## src/hw/potionPkg.sv

```systemverilog
package potionPkg;

    ////////////////////////////////////////
    // Board geometry
    ////////////////////////////////////////
    localparam int NUM_TUBES    = 7;
    localparam int TUBE_DEPTH   = 4;
    localparam int CURSOR_SLOTS = 8;  // Two rows of four
    localparam int QUIT_SLOT    = 7;  // Slot without a tube

    typedef enum logic [2:0] {
        EMPTY = 3'd0,
        COL1  = 3'd1,
        COL2  = 3'd2,
        COL3  = 3'd3,
        COL4  = 3'd4,
        COL5  = 3'd5,
        COL6  = 3'd6
    } colourT;

    typedef colourT [TUBE_DEPTH-1:0] tubeT;   // Index 0 is the bottom slot
    typedef tubeT   [NUM_TUBES-1:0]  boardT;

    typedef logic [2:0] levelT;  // Units in one tube
    typedef logic [2:0] slotT;   // Cursor or tube index

    // Codes shared with the outer game FSM
    typedef enum logic [3:0] {
        MENU  = 4'd0,
        PLAY  = 4'd5,
        SETUP = 4'd6
    } phaseT;

    typedef struct packed {
        logic left;
        logic right;
        logic up;
        logic down;
        logic centre;
    } btnT;

    typedef struct packed {
        logic valid;
        slotT src;
        slotT dst;
    } pourReqT;

    // Start layout, tubes 0 and 1 mixed, tube 6 spare
    localparam boardT START_BOARD = '{
        0: '{0: COL1, 1: COL2, 2: COL1, 3: COL2},
        1: '{0: COL2, 1: COL1, 2: COL2, 3: COL1},
        2: '{default: COL3},
        3: '{default: COL4},
        4: '{default: COL5},
        5: '{default: COL6},
        6: '{default: EMPTY}
    };

endpackage

```

## src/hw/playControl.sv

```systemverilog
`timescale 1ns/100ps

module playControl (
    input  logic                                single_pulse_clk,
    input  logic                                rstN,
    input  potionPkg::phaseT                    phase,
    input  potionPkg::btnT                      buttons,
    input  logic                                pourBusy,
    input  logic                                solved,
    input  logic                                timeUp,
    output potionPkg::pourReqT                  pourReq,
    output logic                                gameEnded,
    output logic [potionPkg::CURSOR_SLOTS-1:0]  selectedMask,
    output logic [potionPkg::CURSOR_SLOTS-1:0]  confirmedMask
);

    localparam int ROW_LEN = potionPkg::CURSOR_SLOTS / 2;

    potionPkg::slotT cursor;
    potionPkg::slotT confSlot;
    logic            confValid;  // A source tube is held

    always_ff @(posedge single_pulse_clk) begin
        if (!rstN) begin
            cursor    <= '0;
            confSlot  <= '0;
            confValid <= 1'b0;
            pourReq   <= '0;
            gameEnded <= 1'b0;
        end else begin
            pourReq.valid <= 1'b0;  // Single cycle request
            if (phase == potionPkg::MENU) begin
                cursor    <= '0;
                confValid <= 1'b0;
                gameEnded <= 1'b0;
            end else begin
                if (solved || timeUp) gameEnded <= 1'b1;

                // Buttons are dropped while a pour runs
                if (phase == potionPkg::PLAY && !pourBusy) begin
                    ////////////////////////////////////////
                    // Cursor movement
                    ////////////////////////////////////////
                    if (buttons.left) begin
                        if (cursor % ROW_LEN != 0) cursor <= cursor - 1'b1;
                    end else if (buttons.right) begin
                        if (cursor % ROW_LEN != ROW_LEN - 1) cursor <= cursor + 1'b1;
                    end else if (buttons.up) begin
                        if (cursor >= ROW_LEN) cursor <= cursor - potionPkg::slotT'(ROW_LEN);
                    end else if (buttons.down) begin
                        if (cursor < ROW_LEN) cursor <= cursor + potionPkg::slotT'(ROW_LEN);
                    end

                    ////////////////////////////////////////
                    // Confirm, quit and pour
                    ////////////////////////////////////////
                    if (buttons.centre) begin
                        if (confValid && cursor == confSlot) begin
                            confValid <= 1'b0;
                        end else if (!confValid && cursor == potionPkg::QUIT_SLOT) begin
                            gameEnded <= 1'b1;  // Give up
                        end else if (!confValid) begin
                            confSlot  <= cursor;
                            confValid <= 1'b1;
                        end else begin
                            pourReq.valid <= 1'b1;
                            pourReq.src   <= confSlot;
                            pourReq.dst   <= cursor;
                            confValid     <= 1'b0;
                        end
                    end
                end
            end
        end
    end

    assign selectedMask  = {{(potionPkg::CURSOR_SLOTS-1){1'b0}}, 1'b1} << cursor;
    assign confirmedMask = confValid ? ({{(potionPkg::CURSOR_SLOTS-1){1'b0}}, 1'b1} << confSlot)
                                     : '0;

endmodule

```

## config.mk

```make
export PLATFORM = sky130hd
export DESIGN_NAME = playControl
export DESIGN_NICKNAME = d
export VERILOG_FILES = /design/src/hw/potionPkg.sv /design/src/hw/playControl.sv
export SDC_FILE = /design/constraint.sdc
export NUM_CORES = 1
export LEC_CHECK = 0
export BUFFER_PORTS_ARGS = -buffer_cell sky130_fd_sc_hd__buf_2
export CORE_MARGIN = 5
export CORE_UTILIZATION = 37
export DETAILED_ROUTE_END_ITERATION = 16
export PLACE_DENSITY_LB_ADDON = 0.25
export SYNTH_ARGS = -nofsm -noshare
export SYNTH_HDL_FRONTEND = slang
export SYNTH_SLANG_ARGS = --single-unit
```

## constraint.sdc

```tcl
create_clock -name single_pulse_clk -period 1.58 [get_ports single_pulse_clk]
set_input_delay 0.158 -clock single_pulse_clk [delete_from_list [all_inputs] [get_ports single_pulse_clk]]
set_output_delay 0.158 -clock single_pulse_clk [all_outputs]
set_load 0.05 [all_outputs]
```

Word level (Yosys, flattened, before mapping)
Index checks and enable logic that the tools add are counted.
{ "totals": {"reg_bits": 15, "in_bits": 14, "out_inout_bits": 24, "word_cells": 64} }
{ "op_classes": {"addsub": 4, "magnitude_cmp": 2, "eq_ne": 8, "shifts": 2, "mux": 18, "n_bitwise": 7, "n_reduce_logical": 16} }
{ "op_table": {"columns": ["op", "count"], "rows": [
  ["nonzero test 32 bit", 1],
  ["two-way mux 3 bit", 8],
  ["AND reduction 6 bit", 3],
  ["left shift 1 x 3 -> 8 bit (first input constant)", 2],
  ["two-way mux 1 bit", 8],
  ["two-way mux 8 bit", 1],
  ["nonzero test 4 bit", 2],
  ["two-way mux 7 bit", 1],
  ["inverter 1 bit", 7],
  ["OR reduction 6 bit", 1],
  ["== test 4 x 3 -> 1 bit (second input constant)", 1],
  ["zero test 4 bit", 1],
  ["inequality test 2 bit (second input constant)", 2],
  ["inequality test 4 x 1 -> 1 bit (second input constant)", 1],
  ["adder 3 x 1 -> 3 bit (second input constant)", 1],
  ["adder 3 bit (second input constant)", 1],
  ["== test 3 bit", 1],
  ["== test 3 bit (second input constant)", 1],
  [">= comparator 3 bit (second input constant)", 1],
  ["logical AND 1 bit", 3],
  ["less-than comparator 3 bit (second input constant)", 1],
  ["inequality test 3 x 1 -> 1 bit (second input constant)", 1],
  ["AND reduction 3 bit", 1],
  ["subtractor 3 x 1 -> 3 bit (second input constant)", 1],
  ["other kinds (5)", 6]
]} }

Longest topological paths before layout
{ "logic_depth": {"depth_word": 6, "depth_mapped": 7, "mapped_depth_nobuf": 6} }

Least setup slack after synthesis
No wires, ideal clock.
{ "synth_timing": {"path_type": "register -> register", "startpoint": "register cursor[0]", "endpoint": "register confSlot[0]", "setup_time_ns": 0.119, "arrival_ns": 1.622, "required_time_ns": 1.461, "slack_ns": -0.161, "path_stages_with_launch": 5, "n_path_buf": 0, "period_less_slack_ns": 1.741, "cell_sequence": "dfxtp_1 ha_1 ha_1 or3_2 mux2i_1"} }
{ "synth_via": {"elab_chain_len": 4, "elab_cells_between_ends": 7, "classes_between": "eq/ne: 2; bitwise: 2; reduce/logical: 3"} }
{ "synth_rtl": {"columns": ["item", "line_no", "source"], "rows": [
  ["start, declared", "playControl.sv:19", "potionPkg::slotT cursor;"],
  ["start signal, assigned", "playControl.sv:45", "if (cursor % ROW_LEN != 0) cursor <= cursor - 1'b1;"],
  ["start signal, assigned", "playControl.sv:47", "if (cursor % ROW_LEN != ROW_LEN - 1) cursor <= cursor + 1'b1;"],
  ["start signal, assigned", "playControl.sv:49", "if (cursor >= ROW_LEN) cursor <= cursor - potionPkg::slotT'(ROW_LEN);"],
  ["== test 3 bit, on equally long branches", "playControl.sv:60, playControl.sv:58", null],
  ["logical AND 1 bit, on equally long branches", "playControl.sv:60, playControl.sv:58", null],
  ["inverter 1 bit (no source line)", null, null],
  ["AND reduction 6 bit (no source line)", null, null],
  ["end signal, assigned", "playControl.sv:63", "confSlot <= cursor;"],
  ["end, declared", "playControl.sv:20", "potionPkg::slotT confSlot;"]
]} }
Several ways; a longest one is shown, not always the timed one.
A chain may end at the register's enable or synchronous reset.

Worst setup path after layout
{ "layout_timing": {"startpoint": "register cursor[1]", "endpoint": "register cursor[2]"} }
{ "layout_via": {"elab_chain_len": 6, "elab_cells_between_ends": 21, "classes_between": "add/sub: 4; order compare: 2; eq/ne: 4; mux: 8; reduce/logical: 3"} }
{ "layout_rtl": {"columns": ["item", "line_no", "source"], "rows": [
  ["adder 3 bit", "playControl.sv:51", "if (cursor < ROW_LEN) cursor <= cursor + potionPkg::slotT'(ROW_LEN);"],
  ["two-way mux 3 bit", "playControl.sv:51", null],
  ["two-way mux 3 bit", "playControl.sv:50", "end else if (buttons.down) begin"],
  ["two-way mux 3 bit", "playControl.sv:48", "end else if (buttons.up) begin"],
  ["two-way mux 3 bit", "playControl.sv:46", "end else if (buttons.right) begin"],
  ["two-way mux 3 bit", "playControl.sv:44", "if (buttons.left) begin"]
]} }
Several ways; a longest one is shown, not always the timed one. The select of a mux whose other input is x is not followed.

==> results by group <==
Run status
  – Status: finished with violations
  – Failing checks: setup timing

Placement
  – Port bufs: 37
  – GP Congestion: 0.7232
  – Cells after DPL: 183
  – Final HPWL DP: 2007 um
  – Post-Place Setup Slack: -0.04879 ns

Worst setup path
  – Crit path cell chain: ha_4 -> ha_4 -> a21oi_2 -> nor2_1 -> a2111o_1 -> a221oi_2
  – Slowest stage delay, CP: 0.37 ns
  – CP Max Fanout: 4
  – Slowest-stage cell, CP: dfxtp_4
  – Worst setup path category: flop to flop
  – CP delay by family, top: compound AO/OA/AOI/OAI gates
  – Buf/Inv on CP: 0
  – CP Launch Type: flop
  – CP arrival: 1.78 ns
  – Required time of the critical path: 1.76 ns
  – Crit. End Element: flop
  – Most frequent CP cell: ha_4

Layout
  – Nets: 179
  – Fillers: 236
  – Final std cells w/o fill: 187
  – Area Growth Syn to Fin: 43.45%
  – Area of the multi-input gates: 676.9 um2
  – Sequential cell area: 309.0 um2
  – Final core occ: 55.86%
  – ANT cells: 0
  – Share of cells above drive strength 1: 46.50%

Floorplanning
  – Die Y-Extent: 61.06 um
  – I/O Pins: 38
  – Die area: 3728 um2
  – Site Rows: 18
  – Die Wd: 61.06 um
  – Initial Utilization: 38.94%
  – Placeable Area: 2477 um2

Synth
  – Mapped Cells: 106
  – Top FF cell, synth: dfxtp_1
  – Syn Std Cell Area: 964.7 um2
  – Synth area leader: dfxtp_1
  – Avg Cell Area, Syn: 9.101 um2
  – Yosys warning count: 0
  – Ys async rst share: 0%
  – Sequential-to-total area share from yosys stat: 31.13%
  – Syn Nets: 127
  – Number of synthesized flops with an enable pin: 0
  – Seq cells post-synth: 15
  – Synth unique cells: 33
  – Area contributors post-synth: dfxtp_1, mux2i_1, ha_1
  – Proportion of netlist area held by the largest area contributor: 31.13%
  – Synth top cells by count: nand2_1, dfxtp_1, mux2i_1, nor2_1, ha_1
  – Count leader, synth: nand2_1

STA
  – Period utilization: 100.8%
  – Final Hold Fails: 0
  – Max_slew headroom: 70.26%
  – Clock Skews: 0.001430 ns
  – Final TNS setup: -0.01329 ns
  – PnR worst setup slack: -0.01329 ns
  – Unrepaired setup endpoints after global routing: true
  – Tmin final: 1.593 ns
  – Final setup vio count: 1
  – FMAX: 627.6 MHz
  – Max-slew violation count: 0
  – Actual slew at the worst max-slew pin: 0.4420 ns

GRT
  – Largest net degree at the start of global routing: 15
  – Initial antenna violation count: 0
  – Remaining global-route overflow: 0
  – First-pass GRT wire length: 3919 um
  – Total track usage: 13.89%
  – Via count of the first global-routing pass: 896

Clock tree
  – Clock Sinks: 15
  – Reg clk slew, reported paths: 0.09 ns
  – CTS Root Buffer Type: clkbuf_4
  – Setup bufs post-CTS: 0
  – Hold buffers post-CTS: 0
  – Worst-skew pair later-pin latency: 0.27 ns
  – CTS Buf Count: 3
  – CTS tree: built
  – Clock buffer depth: 2
  – H-tree Lvls: 1

Routing
  – Routed length per instance: 13.38 um
  – DR vias: 951
  – Total Wirelength: 2502 um
  – Final ANT Viol Nets: 0
  – Via density: 5.086
  – Residual DRC: 0
  – 1st-iter DRT viols: 15
  – First-pass detailed-route iteration total: 4

Power
  – Total power: 0.0006807 W
  – Pwr dens: 491.9 nW/um2
  – Max IR drop VDD: 0.4769 mV
  – Leakage power: 0.5875 nW

Run
  – Max Cap Violations: 0

Min path
  – HP Class: input port to flop
[what timing repair did]
action	in CTS	in global routing
resized for setup	4	18
setup endpoints to repair	2	8
gates cloned	0	0
pin swaps	6	4
[logic make-up (layout without fill, tap and decap cells)]
kind of cell,after synthesis,after routing,synth area share (%)
xor gates and xnor gates,3,3,2.724
muxes,10,10,10.38
and+or+nand+nor,52,52,30.61
buffers and inverters,6,57,4.279
DFF,15,15,31.13
adders and majority gates,7,7,9.079
AOI/OAI and AO/OA,13,13,11.80
[layout make-up]
type | count | area share (%)
multi-input combinational | 85 | 48.91
tap | 30 | 2.712
inverter | 3 | 0.8137
timing repair buffer | 50 | 23.33
sequential | 15 | 22.33
clock buffer | 4 | 1.899
[worst reg2reg max path, stage by stage, from the launching register on]
cell and delay (ns):
dfxtp_4 0.37, ha_4 0.17, ha_4 0.21, a21oi_2 0.10
nor2_1 0.06, a2111o_1 0.35, a221oi_2 0.24
[through the flow]
step	area, um2	hold slack [ns]
5_1_grt	1384	0.1699
6_report	1384	0.1518
3_3_place_gp	1296	0.4323
3_5_place_dp	1296	0.4428
2_1_floorplan	993.5	0.3288
4_1_cts	1345	0.1566
[path summary, 6_finish.rpt]
path / from / to / slack [ns] / cells past startpoint
worst max-delay path: cursor[1]$_SDFFE_PP0P_ / cursor[2]$_SDFFE_PP0P_ / -0.01 / 6
worst min-delay path: timeUp / gameEnded$_SDFF_PP0_ / 0.15 / 3
worst max register to register: cursor[1]$_SDFFE_PP0P_ / cursor[2]$_SDFFE_PP0P_ / -0.01 / 6
worst min register to register: pourReq[4]$_SDFFE_PN0P_ / pourReq[4]$_SDFFE_PN0P_ / 0.46 / 2
[metal layers]
metal	track usage [%]	routed length [um]
met5	0	0
met3	3.774	204
met2	22.05	1177
met1	17.59	1049
met4	6.192	72
[placed cells by master (no fill, tap or decap), types with 3 or more instances in the layout]
cell type and n:
ha_1 3, mux2i_1 10, nand2b_1 3, xnor2_1 3, dfxtp_1 12, o21ai_0 3, buf_2 32, nor2_1 8
clkbuf_4 4, buf_4 12, buf_6 4, and2_1 4, nand2_1 17
[state kept, by name, summed over array words and instances (netlist names)]
register and count:
cursor 3, confSlot 3, gameEnded 1, pourReq 7, confValid 1
[power breakdown]
| part | internal (W) | leakage (nW) | switching (W) |
|---|---|---|---|
| Clock | 0.0000977 | 0.0150 | 0.000114 |
| Combinational | 0.0000342 | 0.449 | 0.0000547 |
| Sequential | 0.000378 | 0.123 | 0.00000233 |
| Total | 0.000510 | 0.587 | 0.000171 |
Power figures use the tool's default switching activity.
