===== src/hw/potionPkg.sv =====
package potionPkg;

    ////////////////////////////////////////
    // Board geometry
    ////////////////////////////////////////
    localparam int NUM_TUBES    = 7;
    localparam int TUBE_DEPTH   = 4;
    localparam int CURSOR_SLOTS = 8;  // Two rows of four
    localparam int QUIT_SLOT    = 7;  // Slot without a tube

    typedef enum logic [2:0] {
        EMPTY = 3'd0,
        COL1  = 3'd1,
        COL2  = 3'd2,
        COL3  = 3'd3,
        COL4  = 3'd4,
        COL5  = 3'd5,
        COL6  = 3'd6
    } colourT;

    typedef colourT [TUBE_DEPTH-1:0] tubeT;   // Index 0 is the bottom slot
    typedef tubeT   [NUM_TUBES-1:0]  boardT;

    typedef logic [2:0] levelT;  // Units in one tube
    typedef logic [2:0] slotT;   // Cursor or tube index

    // Codes shared with the outer game FSM
    typedef enum logic [3:0] {
        MENU  = 4'd0,
        PLAY  = 4'd5,
        SETUP = 4'd6
    } phaseT;

    typedef struct packed {
        logic left;
        logic right;
        logic up;
        logic down;
        logic centre;
    } btnT;

    typedef struct packed {
        logic valid;
        slotT src;
        slotT dst;
    } pourReqT;

    // Start layout, tubes 0 and 1 mixed, tube 6 spare
    localparam boardT START_BOARD = '{
        0: '{0: COL1, 1: COL2, 2: COL1, 3: COL2},
        1: '{0: COL2, 1: COL1, 2: COL2, 3: COL1},
        2: '{default: COL3},
        3: '{default: COL4},
        4: '{default: COL5},
        5: '{default: COL6},
        6: '{default: EMPTY}
    };

endpackage


===== src/hw/tubeBoard.sv =====
`timescale 1ns/100ps

module tubeBoard #(
    parameter int SETTLE_CYCLES = 5000
) (
    input  logic                single_pulse_clk,
    input  logic                rstN,
    input  potionPkg::phaseT    phase,
    input  potionPkg::pourReqT  pourReq,
    output potionPkg::boardT    board,
    output logic                setupDone,
    output logic                pourBusy,
    output logic                solved
);

    localparam int CNT_W = $clog2(SETTLE_CYCLES + 2);

    potionPkg::levelT  levels [potionPkg::NUM_TUBES];  // Fill count per tube
    logic [CNT_W-1:0]  settleCnt;
    logic              layoutLoaded;
    potionPkg::slotT   srcQ;
    potionPkg::slotT   dstQ;
    logic              checkPending;  // Win check due on next edge

    potionPkg::levelT  srcLvl;
    potionPkg::levelT  dstLvl;
    potionPkg::colourT srcTop;
    potionPkg::colourT srcBelow;
    potionPkg::colourT dstTop;
    logic              moveOk;
    logic              moreAfter;
    logic              allSolved;

    function automatic potionPkg::levelT fillLevel(input potionPkg::tubeT tube);
        potionPkg::levelT n;
        n = '0;
        for (int s = 0; s < potionPkg::TUBE_DEPTH; s++) begin
            if (tube[s] != potionPkg::EMPTY) n = n + 1'b1;
        end
        return n;
    endfunction

    ////////////////////////////////////////
    // Pour rule
    ////////////////////////////////////////
    always_comb begin
        srcLvl   = '0;
        dstLvl   = '0;
        srcTop   = potionPkg::EMPTY;
        srcBelow = potionPkg::EMPTY;
        dstTop   = potionPkg::EMPTY;
        if (srcQ < potionPkg::NUM_TUBES) begin
            srcLvl = levels[srcQ];
            if (srcLvl != 0) srcTop = board[srcQ][srcLvl - 1'b1];
            if (srcLvl > 1) srcBelow = board[srcQ][srcLvl - 2'd2];
        end
        if (dstQ < potionPkg::NUM_TUBES) begin  // Slot 7 is never a legal target
            dstLvl = levels[dstQ];
            if (dstLvl != 0) dstTop = board[dstQ][dstLvl - 1'b1];
        end
        moveOk = (srcQ < potionPkg::NUM_TUBES) && (dstQ < potionPkg::NUM_TUBES)
                 && (srcQ != dstQ) && (srcLvl != 0) && (dstLvl < potionPkg::TUBE_DEPTH)
                 && ((dstLvl == 0) || (dstTop == srcTop));
        // After this move the destination top equals srcTop
        moreAfter = moveOk && (srcLvl > 1) && (dstLvl < potionPkg::TUBE_DEPTH - 1)
                    && (srcBelow == srcTop);
    end

    // Every tube uniform, empty tubes included
    always_comb begin
        allSolved = 1'b1;
        for (int t = 0; t < potionPkg::NUM_TUBES; t++) begin
            for (int s = 1; s < potionPkg::TUBE_DEPTH; s++) begin
                if (board[t][s] != board[t][0]) allSolved = 1'b0;
            end
        end
    end

    ////////////////////////////////////////
    // Setup, pour engine, win check
    ////////////////////////////////////////
    always_ff @(posedge single_pulse_clk) begin
        if (!rstN) begin
            board        <= '{default: potionPkg::EMPTY};
            for (int t = 0; t < potionPkg::NUM_TUBES; t++) begin
                levels[t] <= '0;
            end
            settleCnt    <= '0;
            layoutLoaded <= 1'b0;
            setupDone    <= 1'b0;
            pourBusy     <= 1'b0;
            checkPending <= 1'b0;
            solved       <= 1'b0;
            srcQ         <= '0;
            dstQ         <= '0;
        end else begin
            solved <= 1'b0;
            if (phase == potionPkg::SETUP) begin
                if (!layoutLoaded) begin
                    // First setup edge loads the fixed layout
                    board <= potionPkg::START_BOARD;
                    for (int t = 0; t < potionPkg::NUM_TUBES; t++) begin
                        levels[t] <= fillLevel(potionPkg::START_BOARD[t]);
                    end
                    layoutLoaded <= 1'b1;
                    settleCnt    <= '0;
                    pourBusy     <= 1'b0;
                    checkPending <= 1'b0;
                end else if (!setupDone) begin
                    if (settleCnt == CNT_W'(SETTLE_CYCLES)) setupDone <= 1'b1;
                    else settleCnt <= settleCnt + 1'b1;
                end
            end else begin
                setupDone    <= 1'b0;
                layoutLoaded <= 1'b0;
                settleCnt    <= '0;

                if (checkPending) begin
                    solved       <= allSolved;
                    checkPending <= 1'b0;
                end

                if (pourBusy) begin
                    if (moveOk) begin  // One unit per edge
                        board[dstQ][dstLvl[1:0]]    <= srcTop;
                        board[srcQ][srcLvl - 1'b1] <= potionPkg::EMPTY;
                        levels[srcQ] <= srcLvl - 1'b1;
                        levels[dstQ] <= dstLvl + 1'b1;
                    end
                    pourBusy     <= moreAfter;
                    checkPending <= !moreAfter;
                end else if (pourReq.valid) begin
                    srcQ     <= pourReq.src;
                    dstQ     <= pourReq.dst;
                    pourBusy <= 1'b1;
                end
            end
        end
    end

endmodule


===== config.mk =====
export PLATFORM = sky130hd
export DESIGN_NAME = tubeBoard
export DESIGN_NICKNAME = d
export VERILOG_FILES = /design/src/hw/potionPkg.sv /design/src/hw/tubeBoard.sv
export SDC_FILE = /design/constraint.sdc
export NUM_CORES = 1
export LEC_CHECK = 0
export CORE_MARGIN = 2
export CORE_UTILIZATION = 60
export CTS_CLUSTER_SIZE = 14
export DETAILED_ROUTE_END_ITERATION = 12
export DONT_BUFFER_PORTS = 1
export PLACE_DENSITY_LB_ADDON = 0.25
export SLEW_MARGIN = 25
export SYNTH_ARGS = -nofsm -noshare
export SYNTH_HDL_FRONTEND = slang
export SYNTH_SLANG_ARGS = --single-unit

===== constraint.sdc =====
create_clock -name single_pulse_clk -period 11.8 [get_ports single_pulse_clk]
set_input_delay 1.18 -clock single_pulse_clk [delete_from_list [all_inputs] [get_ports single_pulse_clk]]
set_output_delay 1.18 -clock single_pulse_clk [all_outputs]
set_load 0.02 [all_outputs]

* Word-level counts from Yosys, hierarchy flattened *
Memory sizes are Yosys's and may differ from the RTL's. A register that Yosys moved wholly into a read port is not among the register bits.
Index checks and enable logic that the tools add are counted.

word-level totals
  memory bits (writable) = 21
  input port bits = 13
  register bits = 108
  word-level logic and storage cells = 213
  output and inout port bits = 87
  memories = 1

cells by class
  $add $sub $neg = 9
  muxes and demuxes = 80
  $lt $le $gt $ge = 17
  bitwise gates (word level) = 15
  reductions and logical operators = 28
  equal/unequal tests = 27

memories
  name    depth  bits a word  read ports  clocked after Yosys merged registers in  write ports  line             source
  levels  7      3            2           2                                        7            tubeBoard.sv:18  potionPkg::levelT levels [potionPkg::NUM_TUBES];

operators by type and width
  cell                                                         count
  two-way mux 84 bit                                           4
  two-way mux 3 bit                                            40
  AND 84 bit                                                   1
  bitwise mux 84 bit                                           1
  NOT 84 bit                                                   1
  binary-select mux 12 bit (select 3 bit)                      2
  demux 12 bit (select 3 bit)                                  2
  != test 3 bit                                                22
  two-way mux 12 bit                                           4
  OR reduction 23 bit                                          1
  two-way mux 1 bit                                            22
  less-than comparator 3 bit (second input constant)           7
  binary-select mux 3 bit (select 2 bit)                       3
  adder 13 x 1 -> 13 bit (second input constant)               1
  equality test 13 bit (second input constant)                 1
  adder 3 x 1 -> 3 bit (second input constant)                 4
  demux 3 bit (select 2 bit)                                   2
  logical AND 1 bit                                            12
  >= comparator 3 x 1 -> 1 bit (second input constant)         3
  AND reduction 3 bit                                          3
  nonzero test 3 bit                                           3
  subtractor 3 x 1 -> 3 bit (second input constant)            3
  less-than comparator 3 x 4 -> 1 bit (second input constant)  2
  OR 1 bit                                                     7
  other kinds (15)                                             25

* Logic depth before layout (Yosys ltp) *
  word-level depth = 17
  gate-level depth with buffers = 19

* Least setup slack after synthesis *
No wires, ideal clock.

  path kind = reg2reg
  from = reg (tool-made name)
  to = mem levels[0][0] (netlist name) (enable)
  cell stages (with the launch flop) = 16
  period minus slack after synthesis = 4.146 ns
  data arrival time = 3.801 ns
  setup time = 0.344 ns
  path slack = 7.654 ns
  required time = 11.456 ns
  path through = dfxtp_1 > buf_4 > mux4_2 > mux2i_1 > buf_2 > ha_1 > clkbuf_1 > o31ai_1 > o32ai_1 > or4_1 > a21oi_1 > xnor2_1 > a211oi_2 > nand3_1 > clkbuf_1 > o21ai_0

RTL lines
  item           line
  end, declared  tubeBoard.sv:18

==> results.json <==
{
  "power.leakage_nw": 3.45,
  "worst_pin_slew_ns": 1.04,
  "wire_per_inst_um": 27.7,
  "hold_class": "register to register",
  "synth-main-ff-cell": "dfxtp_1",
  "syn_area_mm2": 0.00941,
  "critical_path.top_delay_family": "multiplexers",
  "power_density_mw_per_mm2": 142,
  "drtIter0Drc": 1564,
  "crit_cells": 11,
  "dpl_cell_area_mm2": 0.00945,
  "critPathArrivalTime_ns": 5.51,
  "io_pins": 100,
  "fin_setup_tns_ns": 0,
  "grt_pass1_wl_mm": 53.8,
  "core-area_mm2": 0.0153,
  "cts_buffers": 17,
  "critical_path.slowest_cell": "nor2_1",
  "cts_resized": 0,
  "crit_required_ns": 12.17,
  "die_h_um": 129,
  "gp_congestion": 1.05,
  "syn_to_final_growth_pct": 7.13,
  "endpoint_kind": "register",
  "crit_path_frequent_cell": "mux4_2",
  "yosysSeqAreaShare_pct": 31.9,
  "worstRegToRegCells": 11,
  "die_w_um": 129,
  "fin_util_pct": 66.1,
  "clock_path_buffers": 2,
  "period_minus_slack_ns": 5.14,
  "cts_tree": "yes",
  "finClkSkew_ns": 0.0113,
  "max_slew_margin_pct": 30.1,
  "synth-edff-count": 24,
  "cp-endpoint": "board[56]",
  "path_class": "register to register",
  "path_buf_inv": 2,
  "core.rowCount": 45,
  "cts_setup_buffers": 0,
  "grt_usage_pct": 43.7,
  "grt_pass1_vias": 8529,
  "timing.final.crit_share_pct": 43.5,
  "max_clock_freq_mhz": 195,
  "synthTopCellsByArea": "dfxtp_1 (24%), edfxtp_1 (7.7%), mux2i_1 (5.1%), nand2_1 (4.5%), mux4_2 (4.3%)",
  "initial_core_util_pct": 61.7,
  "synth_top_area_share_pct": 24.3,
  "grt.overflow.total": 0,
  "finalSetupViolCount": 0,
  "n_fill_cell": 1284,
  "diodes": 0,
  "cts_num_sinks": 138,
  "holdWs_ns": 0.512,
  "grt_max_degree": 57,
  "maxCapViolCount": 0,
  "drive_gt1_share_pct": 10.7,
  "regArea_mm2": 0.00300,
  "fin_area_mm2": 0.0101,
  "drcViolationCount": 0,
  "reg2reg_to": "board[56]",
  "yosysWarningCount": 0,
  "htreeDepth": 4,
  "synth_seq_cells": 138,
  "syn_avg_cell_area_um2": 8.38,
  "drv_slew": 0,
  "cts.clk_slew.worst_paths_ns": 0.06,
  "start_kind": "register",
  "die_area_mm2": 0.0167,
  "ir_drop_mv": 0.122,
  "viasPerCell": 7.30,
  "syn_inst": 1122,
  "status": "completed",
  "port_buffers": 0,
  "root_buffer": "clkbuf_16",
  "first_pass_iters": 6,
  "ff2ff_setup_slack_ns": 6.66,
  "hold_viol_final": 0,
  "antenna_found_initial": 0,
  "finalWirelength_mm": 36.0,
  "async_reset_ff_share_pct": 0,
  "synth_cell_types": 78,
  "via_count": 9496,
  "clk_latency_ns": 0.44,
  "final_antenna_net_count": 0,
  "rsz0062_at_grt": "false",
  "path_cells": "mux4_2, mux2i_2, inv_2, mux4_2, nand3_2, xnor2_1, a211oi_2, nand2_2, buf_4, nor2_1, a32o_1",
  "path_max_fanout": 56,
  "post-dp-hpwl_mm": 25.7,
  "synth_top_cell_by_area": "dfxtp_1",
  "holdBufCountCts": 0,
  "multi_input_area_mm2": 0.00592,
  "cpPeakStageDelay_ns": 0.71,
  "fin_nets": 1105
}
-- cells in the final DEF (no fill, tap or decap), drive strengths merged, types with 23 or more instances in the layout --
cell    count
o21ai      85
nor2       96
mux2i      49
o211ai     52
buf        23
nor3       28
nand3      33
inv        25
and3       36
edfxtp     24
dfxtp     114
a21oi      40
nand2     113
-- area by class of cell --
type                            count  area share (%)
Multi-Input combinational cell    872            58.7
Sequential cell                   138            29.8
Clock inverter                     12            1.61
Tap cell                          211            2.62
Clock buffer                       20            4.64
Timing Repair Buffer               23            1.71
Inverter                           24           0.894
-- where the power goes --
| part | internal [mW] | switching, mW | leakage, nW |
|---|---|---|---|
| logic | 0.105 | 0.212 | 1.97 |
| clock network | 0.353 | 0.227 | 0.302 |
| registers | 0.497 | 0.0370 | 1.17 |
| total | 0.955 | 0.476 | 3.45 |
-- kinds of logic (layout without fill, tap and decap cells) --
| kind of cell | Yosys count | count (layout) | share of synthesized area (%) |
|---|---|---|---|
| buf+inv | 114 | 79 | 5.36 |
| flops | 138 | 138 | 31.9 |
| mux | 79 | 79 | 11.0 |
| fa+ha+maj | 16 | 16 | 2.13 |
| other cells | 1 | 3 | 0.0399 |
| compound gates | 327 | 327 | 24.1 |
| simple gates | 410 | 410 | 22.0 |
| xor+xnor | 37 | 37 | 3.44 |
-- flip-flops by register name, summed over array words and instances (netlist names), named ones only --
| register | count |
|---|---|
| pourBusy | 1 |
| solved | 1 |
| board | 84 |
| checkPending | 1 |
| setupDone | 1 |
| levels | 24 |
| settleCnt | 13 |
| srcQ | 3 |
| layoutLoaded | 1 |
| dstQ | 3 |
-- worst min-delay path by stage --
stage | startpoint | cells after the start | slack [ns] | to
floorplan | checkPending | 2 | 0.45 | checkPending
global placement | settleCnt[5] | 2 | 0.48 | settleCnt[5]
detailed placement | settleCnt[12] | 2 | 0.51 | settleCnt[12]
CTS | settleCnt[5] | 2 | 0.52 | settleCnt[5]
global route | settleCnt[5] | 2 | 0.55 | settleCnt[5]
finish | settleCnt[12] | 2 | 0.51 | settleCnt[12]
-- worst reg2reg max path: stages, from the launching register on --
cell,delay [ns]
dfxtp_1,0.56
mux4_2,0.58
mux2i_2,0.57
inv_2,0.25
mux4_2,0.40
nand3_2,0.50
xnor2_1,0.37
a211oi_2,0.43
nand2_2,0.08
buf_4,0.29
nor2_1,0.76
a32o_1,0.28
-- synthesized netlist by cell type (all sizes together), types with 4 or more instances --
cell type and instances:
ha 16, a31o 5, nor3b 5, nor3 28, nor4 7, mux2i 49
a221oi 6, nand4 19, or4 4, or3 5, inv 23, a21oi 40
mux4 18, o221ai 4, o2bb2ai 4, dfxtp 114, o211ai 52, xnor2 15
o31ai 21, nand3b 5, and3 36, xor2 22, edfxtp 24, o21ai 85
nor2 96, nand3 33, nor2b 9, a22o 18, or2 7, nand2 113
nand2b 9, a221o 4, a211oi 20, nand4b 5, a32o 12, buf 39
and2 18, clkbuf 51, a21o 4, mux2 12, a22oi 22, o22ai 16
-- stage by stage --
stage                     power [mW]  setup slack [ns]  std cells
final                           1.43              6.66       1300
after global routing            1.47              6.35       1300
after CTS                       1.41              6.78       1300
after detailed placement       0.845              6.79       1268
after global placement         0.844              6.90       1268
after floorplan                0.756              7.65       1124
-- metal layers --
layer	track usage (%)	vias up	part of all wire (%)
met5	0	-	0
met4	22.7	0	6.0
met3	16.5	152	15
met2	63.0	763	41
met1	57.1	4453	38
li1	-	4128	-
Power figures use the tool's default switching activity.
